### src/div_pkg.sv
// Shared widths, pipeline depth and types for the 8-bit divider RTL and its testbench
package div_pkg;

    ////////////////////////////////////////////////////////////
    // Operand sizing
    ////////////////////////////////////////////////////////////

    // Dividend, divisor, quotient and remainder all share this width
    localparam int operand_width = 8;

    // One quotient bit is resolved per stage
    localparam int pipe_depth = operand_width;

    // Capture register, division stages, then the result register
    localparam int latency = pipe_depth + 2;

    ////////////////////////////////////////////////////////////
    // Result counters
    ////////////////////////////////////////////////////////////

    localparam int count_width = 16;  // Wraps silently at full scale

    ////////////////////////////////////////////////////////////
    // Types
    ////////////////////////////////////////////////////////////

    // Operands, quotients and remainders
    typedef logic [operand_width-1:0] operand_t;

    // Delivered-result and zero-divisor counters
    typedef logic [count_width-1:0] count_t;

endpackage

### src/div_operand_capture.sv
// Input side of the divider that registers each operand pair and flags a zero divisor
`timescale 1ns/1ps

module div_operand_capture (
    input  logic              clk,
    input  logic              reset,
    input  logic              in_valid,
    input  div_pkg::operand_t dividend,
    input  div_pkg::operand_t divisor,
    output logic              cap_valid,
    output div_pkg::operand_t cap_dividend,
    output div_pkg::operand_t cap_divisor,
    output logic              cap_zero
);

    ////////////////////////////////////////////////////////////
    // Zero-divisor detect
    ////////////////////////////////////////////////////////////

    // Decided once here and carried down the pipe with the operation,
    // so the later stages never compare the divisor again
    logic divisor_is_zero;

    assign divisor_is_zero = (divisor == '0);

    ////////////////////////////////////////////////////////////
    // Strobe register
    ////////////////////////////////////////////////////////////

    // Follows in_valid every cycle, so back-to-back strobes pass through
    always_ff @(posedge clk or posedge reset) begin
        if (reset) begin
            cap_valid <= 1'b0;
        end else begin
            cap_valid <= in_valid;
        end
    end

    ////////////////////////////////////////////////////////////
    // Operand registers
    ////////////////////////////////////////////////////////////

    // Load only on a strobe; idle cycles keep the last pair
    always_ff @(posedge clk or posedge reset) begin
        if (reset) begin
            cap_dividend <= '0;
            cap_divisor  <= '0;
            cap_zero     <= 1'b0;
        end else if (in_valid) begin
            cap_dividend <= dividend;
            cap_divisor  <= divisor;
            cap_zero     <= divisor_is_zero;  // Travels alongside the pair
        end
    end

endmodule

### src/div_restoring_pipe.sv
// Eight-stage restoring-division pipeline that resolves one quotient bit per stage
`timescale 1ns/1ps

module div_restoring_pipe (
    input  logic              clk,
    input  logic              reset,
    input  logic              cap_valid,
    input  div_pkg::operand_t cap_dividend,
    input  div_pkg::operand_t cap_divisor,
    input  logic              cap_zero,
    output logic              pipe_valid,
    output div_pkg::operand_t pipe_quotient,
    output div_pkg::operand_t pipe_remainder,
    output logic              pipe_zero
);

    ////////////////////////////////////////////////////////////
    // Stage array
    ////////////////////////////////////////////////////////////

    // The quotient register of a stage doubles as the dividend shifter.
    // It enters holding the dividend; each stage shifts the top dividend
    // bit out into the partial remainder and shifts the new quotient bit
    // in at the bottom. After the last stage it holds only quotient bits.
    //
    // A zero divisor needs no special path. Every trial subtraction
    // succeeds, so the quotient fills with ones and the remainder ends
    // up equal to the dividend.

    genvar s;

    generate
        for (s = 0; s < div_pkg::pipe_depth; s++) begin : g_stage

            // Stage registers
            logic              valid_q;
            div_pkg::operand_t rem_q;
            div_pkg::operand_t quo_q;
            div_pkg::operand_t div_q;
            logic              zero_q;

            // Values entering this stage
            logic              src_valid;
            div_pkg::operand_t src_rem;
            div_pkg::operand_t src_quo;
            div_pkg::operand_t src_div;
            logic              src_zero;

            // Trial subtraction, one bit wider than the operands
            logic [div_pkg::operand_width:0] rem_shift;
            logic [div_pkg::operand_width:0] diff;
            logic                            q_bit;
            div_pkg::operand_t               next_rem;

            if (s == 0) begin : g_first
                assign src_valid = cap_valid;
                assign src_rem   = '0;            // Remainder starts empty
                assign src_quo   = cap_dividend;
                assign src_div   = cap_divisor;
                assign src_zero  = cap_zero;
            end else begin : g_next
                assign src_valid = g_stage[s-1].valid_q;
                assign src_rem   = g_stage[s-1].rem_q;
                assign src_quo   = g_stage[s-1].quo_q;
                assign src_div   = g_stage[s-1].div_q;
                assign src_zero  = g_stage[s-1].zero_q;
            end

            // Bring down the next dividend bit
            assign rem_shift = {src_rem, src_quo[div_pkg::operand_width-1]};
            assign diff      = rem_shift - {1'b0, src_div};

            // Top bit set means the subtraction went negative
            assign q_bit = ~diff[div_pkg::operand_width];

            // Keep the difference, or restore the shifted remainder
            assign next_rem = q_bit ? diff[div_pkg::operand_width-1:0]
                                    : rem_shift[div_pkg::operand_width-1:0];

            always_ff @(posedge clk or posedge reset) begin
                if (reset) begin
                    valid_q <= 1'b0;
                    rem_q   <= '0;
                    quo_q   <= '0;
                    div_q   <= '0;
                    zero_q  <= 1'b0;
                end else begin
                    valid_q <= src_valid;
                    if (src_valid) begin
                        rem_q  <= next_rem;
                        quo_q  <= {src_quo[div_pkg::operand_width-2:0], q_bit};
                        div_q  <= src_div;
                        zero_q <= src_zero;
                    end
                end
            end

        end
    endgenerate

    ////////////////////////////////////////////////////////////
    // Last stage out
    ////////////////////////////////////////////////////////////

    assign pipe_valid     = g_stage[div_pkg::pipe_depth-1].valid_q;
    assign pipe_quotient  = g_stage[div_pkg::pipe_depth-1].quo_q;   // All dividend bits gone
    assign pipe_remainder = g_stage[div_pkg::pipe_depth-1].rem_q;
    assign pipe_zero      = g_stage[div_pkg::pipe_depth-1].zero_q;

endmodule

### src/div_result_stage.sv
// Output side of the divider that registers each result and counts delivered results
`timescale 1ns/1ps

module div_result_stage (
    input  logic              clk,
    input  logic              reset,
    input  logic              pipe_valid,
    input  div_pkg::operand_t pipe_quotient,
    input  div_pkg::operand_t pipe_remainder,
    input  logic              pipe_zero,
    output logic              out_valid,
    output div_pkg::operand_t quotient,
    output div_pkg::operand_t remainder,
    output logic              div_by_zero,
    output div_pkg::count_t   result_count,
    output div_pkg::count_t   zero_count
);

    ////////////////////////////////////////////////////////////
    // Result register
    ////////////////////////////////////////////////////////////

    // One-cycle strobe per result
    always_ff @(posedge clk or posedge reset) begin
        if (reset) begin
            out_valid <= 1'b0;
        end else begin
            out_valid <= pipe_valid;
        end
    end

    // Held between strobes
    always_ff @(posedge clk or posedge reset) begin
        if (reset) begin
            quotient    <= '0;
            remainder   <= '0;
            div_by_zero <= 1'b0;
        end else if (pipe_valid) begin
            quotient    <= pipe_quotient;
            remainder   <= pipe_remainder;
            div_by_zero <= pipe_zero;
        end
    end

    ////////////////////////////////////////////////////////////
    // Result counters
    ////////////////////////////////////////////////////////////

    // Update on the same edge that raises out_valid
    always_ff @(posedge clk or posedge reset) begin
        if (reset) begin
            result_count <= '0;
            zero_count   <= '0;
        end else if (pipe_valid) begin
            result_count <= result_count + 1'b1;  // Wraps at full scale
            if (pipe_zero) begin
                zero_count <= zero_count + 1'b1;
            end
        end
    end

endmodule

### src/div_top.sv
// Top level of the pipelined 8-bit divider joining capture, division pipe and result stage
`timescale 1ns/1ps

module div_top (
    input  logic              clk,
    input  logic              reset,
    input  logic              in_valid,
    input  div_pkg::operand_t dividend,
    input  div_pkg::operand_t divisor,
    output logic              out_valid,
    output div_pkg::operand_t quotient,
    output div_pkg::operand_t remainder,
    output logic              div_by_zero,
    output div_pkg::count_t   result_count,
    output div_pkg::count_t   zero_count
);

    ////////////////////////////////////////////////////////////
    // Internal links
    ////////////////////////////////////////////////////////////

    // Capture to pipe
    logic              cap_valid;
    div_pkg::operand_t cap_dividend;
    div_pkg::operand_t cap_divisor;
    logic              cap_zero;

    // Pipe to result stage
    logic              pipe_valid;
    div_pkg::operand_t pipe_quotient;
    div_pkg::operand_t pipe_remainder;
    logic              pipe_zero;

    ////////////////////////////////////////////////////////////
    // Instances
    ////////////////////////////////////////////////////////////

    div_operand_capture div_operand_capture_inst (
        .clk          (clk),
        .reset        (reset),
        .in_valid     (in_valid),
        .dividend     (dividend),
        .divisor      (divisor),
        .cap_valid    (cap_valid),
        .cap_dividend (cap_dividend),
        .cap_divisor  (cap_divisor),
        .cap_zero     (cap_zero)
    );

    // Fixed pipe_depth cycles, no stalls
    div_restoring_pipe div_restoring_pipe_inst (
        .clk            (clk),
        .reset          (reset),
        .cap_valid      (cap_valid),
        .cap_dividend   (cap_dividend),
        .cap_divisor    (cap_divisor),
        .cap_zero       (cap_zero),
        .pipe_valid     (pipe_valid),
        .pipe_quotient  (pipe_quotient),
        .pipe_remainder (pipe_remainder),
        .pipe_zero      (pipe_zero)
    );

    div_result_stage div_result_stage_inst (
        .clk            (clk),
        .reset          (reset),
        .pipe_valid     (pipe_valid),
        .pipe_quotient  (pipe_quotient),
        .pipe_remainder (pipe_remainder),
        .pipe_zero      (pipe_zero),
        .out_valid      (out_valid),
        .quotient       (quotient),
        .remainder      (remainder),
        .div_by_zero    (div_by_zero),
        .result_count   (result_count),
        .zero_count     (zero_count)
    );

endmodule

### config.mk
export PLATFORM = sky130hd
export DESIGN_NAME = div_top
export DESIGN_NICKNAME = d
export VERILOG_FILES = /design/src/div_pkg.sv /design/src/div_operand_capture.sv /design/src/div_restoring_pipe.sv /design/src/div_result_stage.sv /design/src/div_top.sv
export SDC_FILE = /design/constraint.sdc
export NUM_CORES = 1
export LEC_CHECK = 0
export BUFFER_PORTS_ARGS = -buffer_cell sky130_fd_sc_hd__buf_4
export CELL_PAD_IN_SITES_DETAIL_PLACEMENT = 1
export CELL_PAD_IN_SITES_GLOBAL_PLACEMENT = 2
export CORE_MARGIN = 8
export CORE_UTILIZATION = 43
export CTS_BUF_LIST = sky130_fd_sc_hd__clkbuf_4 sky130_fd_sc_hd__clkbuf_8
export CTS_CLUSTER_DIAMETER = 40
export DETAILED_ROUTE_END_ITERATION = 16
export PLACE_DENSITY = 0.83
export SKIP_CTS_REPAIR_TIMING = 1
export SLEW_MARGIN = 0
export SYNTH_ARGS = -nofsm -noshare
export SYNTH_HDL_FRONTEND = slang
export SYNTH_SLANG_ARGS = --single-unit
### constraint.sdc
create_clock -name clk -period 10.7 [get_ports clk]
set_input_delay 1.605 -clock clk [delete_from_list [all_inputs] [get_ports clk]]
set_output_delay 1.605 -clock clk [all_outputs]
set_load 0.05 [all_outputs]
==> flow_summary.json <==
{
  "synth_cell_types": 48,
  "cpMostUsedCell": "buf_4",
  "cts.clk_slew.worst_paths_ns": 0.06,
  "setup_viol": 0,
  "grt_overflow": 0,
  "ir_worst_vdd_mv": 0.1195,
  "grt_pass1_wl_um": 47200,
  "multi_input_area_um2": 5587,
  "synth_edf_count": 0,
  "fillCellCount": 3198,
  "drt_wl_total_um": 27140,
  "drt_iter0_markers": 347,
  "drive_gt1_share_pct": 22.38,
  "finClkSkew_ns": 0.02705,
  "ys_seq_area_share_pct": 52.18,
  "tns_ns": 0,
  "htree_levels": 2,
  "rsz0062_at_grt": "false",
  "seq_area_um2": 6706,
  "die_area_um2": 35680,
  "leakage_nw": 6.847,
  "nets": 1357,
  "finalHoldViolCount": 0,
  "slowest_stage": "buf_4",
  "crit_fanout": 122,
  "path_cells": "buf_4 -> inv_8 -> buf_4 -> buf_4",
  "die_height_um": 188.9,
  "criticalPathCategory": "in -> async",
  "yosys_register_bits": 268,
  "syn_nets": 1274,
  "slowest_delay_ns": 0.86,
  "antenna_cells": 0,
  "design.portCount": 69,
  "core_area_um2": 29560,
  "worstSkewPairLatency_ns": 0.57,
  "cp.required_ns": 11.25,
  "cts_made_buffers": 49,
  "dominantRegCellSynth": "dfrtp_1",
  "dp_hpwl_um": 19290,
  "firstDrtPassIters": 4,
  "fmax_mhz": 278.4,
  "cts_root_buffer": "clkbuf_8",
  "wl_per_cell_um": 15.98,
  "cts_tree": "done",
  "cp-start-kind": "primary input",
  "synthCells": 1188,
  "syn2layout_area_growth_pct": 15.97,
  "num_vias": 8654,
  "grt_util_all_layers_pct": 15.57,
  "syn_avg_cell_area_um2": 10.82,
  "die_x_um": 188.9,
  "antenna_left": 0,
  "max_cap_violations": 0,
  "relSlewSlack_pct": 21.47,
  "arrival_ns": 4.14,
  "status": "finished, final reports clean",
  "start_util_pct": 43.48,
  "grt_pass1_vias": 9630,
  "grt_max_degree": 123,
  "cp-end-kind": "asynchronous set/reset pin",
  "cts.path.max_buffers": 3,
  "place_congestion": 0.8026,
  "clock-sinks": 268,
  "report.final.slew_viol_count": 0,
  "period_needed_ns": 3.591,
  "max_slew.worst_pin.slew_ns": 1.170,
  "async_flop_share_pct": 100.0,
  "fin_crit_sh_pct": 33.57,
  "powerDensity_nw_per_um2": 277.1,
  "io_buffers": 68,
  "synth_area_um2": 12850,
  "min_path_type": "reg -> reg",
  "vias_per_cell": 5.094,
  "power.total_mw": 4.130,
  "num_rows": 63,
  "drc": 0,
  "antenna_found_initial": 0,
  "yosysWarnings": 0
}
-- cells by family (layout without fill, tap and decap cells) --
family / count (synthesis) / count (layout) / share of synthesized area, %
AO/OA/AOI/OAI: 219 / 219 / 9.794
XOR/XNOR: 65 / 65 / 4.429
adder cells (fa/ha/maj): 67 / 67 / 6.931
buffers and inverters: 142 / 263 / 4.352
flip-flops: 268 / 268 / 52.18
multiplexers: 144 / 144 / 12.32
AND/OR/NAND/NOR: 283 / 283 / 9.998
-- path summary, 6_finish.rpt --
check | start | end | slack, ns | cells past startpoint
worst max-delay path | reset | div_operand_capture_inst.cap_dividend[0] | 7.11 | 4
worst min-delay path | div_restoring_pipe_inst.g_stage[1].valid_q | div_restoring_pipe_inst.g_stage[2].valid_q | 0.37 | 0
worst max register to register | div_restoring_pipe_inst.g_stage[2].quo_q[7] | div_restoring_pipe_inst.g_stage[3].rem_q[0] | 7.89 | 10
worst min register to register | div_restoring_pipe_inst.g_stage[1].valid_q | div_restoring_pipe_inst.g_stage[2].valid_q | 0.37 | 0
max in group clk | div_result_stage_inst.result_count[0] | result_count[0] | 7.85 | 1
min in group asynchronous | reset | div_restoring_pipe_inst.g_stage[6].rem_q[6] | 1.14 | 2
-- cells in the mapped netlist, types with 2 or more instances --
cell type | count | area share [%]
dfrtp_1 | 268 | 52
nand2_1 | 110 | 3.2
mux2_2 | 109 | 9.6
inv_1 | 93 | 2.7
o21ai_0 | 86 | 3.3
a21oi_1 | 74 | 2.9
nor2_1 | 70 | 2.0
ha_1 | 60 | 5.8
nand3_1 | 43 | 1.7
xnor2_1 | 43 | 2.9
clkbuf_1 | 37 | 1.1
mux2i_1 | 34 | 2.6
xor2_1 | 22 | 1.5
nand2b_1 | 19 | 0.92
a211oi_1 | 12 | 0.70
o21a_1 | 12 | 0.70
nor2b_1 | 9 | 0.44
o221ai_1 | 8 | 0.55
a31oi_1 | 7 | 0.34
fa_1 | 7 | 1.1
o22ai_1 | 7 | 0.34
a31o_2 | 6 | 0.41
and3_1 | 6 | 0.29
buf_2 | 6 | 0.23
or3_1 | 6 | 0.29
nand4_1 | 4 | 0.19
buf_4 | 3 | 0.18
and2_1 | 2 | 0.097
buf_1 | 2 | 0.058
nor3_1 | 2 | 0.078
nor3b_1 | 2 | 0.12
nor4_1 | 2 | 0.097
o21bai_1 | 2 | 0.12
-- critical path, delay by kind of cell --
kind	cells	cell delay [ns]
buffers and inverters	4	2.31
-- where the power goes --
group	internal, mW	leakage [nW]	switching, mW	total [mW]
Combinational	0.694	2.91	0.869	1.56
Sequential	1.27	3.34	0.194	1.46
Clock	0.676	0.607	0.431	1.11
-- state kept, by name, indices dropped and copies added (netlist names), 8 cells and up --
signal and flops:
div_result_stage_inst.result_count 16, div_result_stage_inst.quotient 8, div_restoring_pipe_inst.g_stage.rem_q 56, div_operand_capture_inst.cap_divisor 8, div_restoring_pipe_inst.pipe_quotient 8, div_operand_capture_inst.cap_dividend 8
div_result_stage_inst.remainder 8, div_restoring_pipe_inst.g_stage.div_q 56, div_restoring_pipe_inst.pipe_remainder 8, div_result_stage_inst.zero_count 16, div_restoring_pipe_inst.g_stage.quo_q 56
-- routing by layer --
metal / GRT usage (%) / up-vias / share of wire, %
met5: 0 / - / 0
met4: 4.630 / 0 / 1.5
met3: 2.999 / 32 / 3.3
met2: 27.75 / 103 / 51
met1: 18.80 / 4279 / 44
li1: - / 4240 / -
-- area by class of cell --
cell class                 instances  area share [%]
clock buffer                      72           6.145
clock inverter                    17           1.629
inverter                          93           2.393
multi-input combinational        778           37.48
sequential                       268           45.00
tap                              390           3.274
timing repair buffer              81           4.080
-- metrics by stage --
| stage | area, um2 | std cells | utilization (%) | hold WS, ns | setup WS (ns) |
|---|---|---|---|---|---|
| after floorplan | 12850 | 1188 | - | 0.3519 | 1.713 |
| after global placement | 13750 | 1610 | 46.50 | 0.3560 | 6.387 |
| after detailed placement | 13750 | 1610 | 46.50 | 0.3664 | 6.359 |
| after CTS | 14900 | 1699 | 50.42 | 0.3789 | 6.988 |
| after global routing | 14900 | 1699 | 50.42 | 0.3883 | 6.666 |
| final | 14900 | 1699 | 50.42 | 0.3712 | 7.109 |
-- cells in the final DEF (no fill, tap or decap), types with 2 or more instances in the layout --
master / count
a31o_2: 6
ha_1: 60
a31oi_1: 7
a21oi_1: 74
buf_4: 81
mux2_2: 109
xnor2_1: 43
nand2b_1: 19
dfrtp_1: 268
or3_1: 6
clkinv_2: 7
nor3_1: 2
clkinv_8: 2
and2_1: 2
o221ai_1: 8
nand3_1: 43
clkbuf_4: 12
o21ai_0: 86
nand2_1: 110
mux2i_1: 34
and3_1: 6
nor2_1: 70
clkbuf_8: 60
nor2b_1: 9
nand4_1: 4
fa_1: 7
inv_1: 92
a211oi_1: 12
bufinv_16: 5
xor2_1: 22
o21bai_1: 2
clkinv_4: 2
nor4_1: 2
nor3b_1: 2
o22ai_1: 7
o21a_1: 12
(Power assumes the default switching activity.)
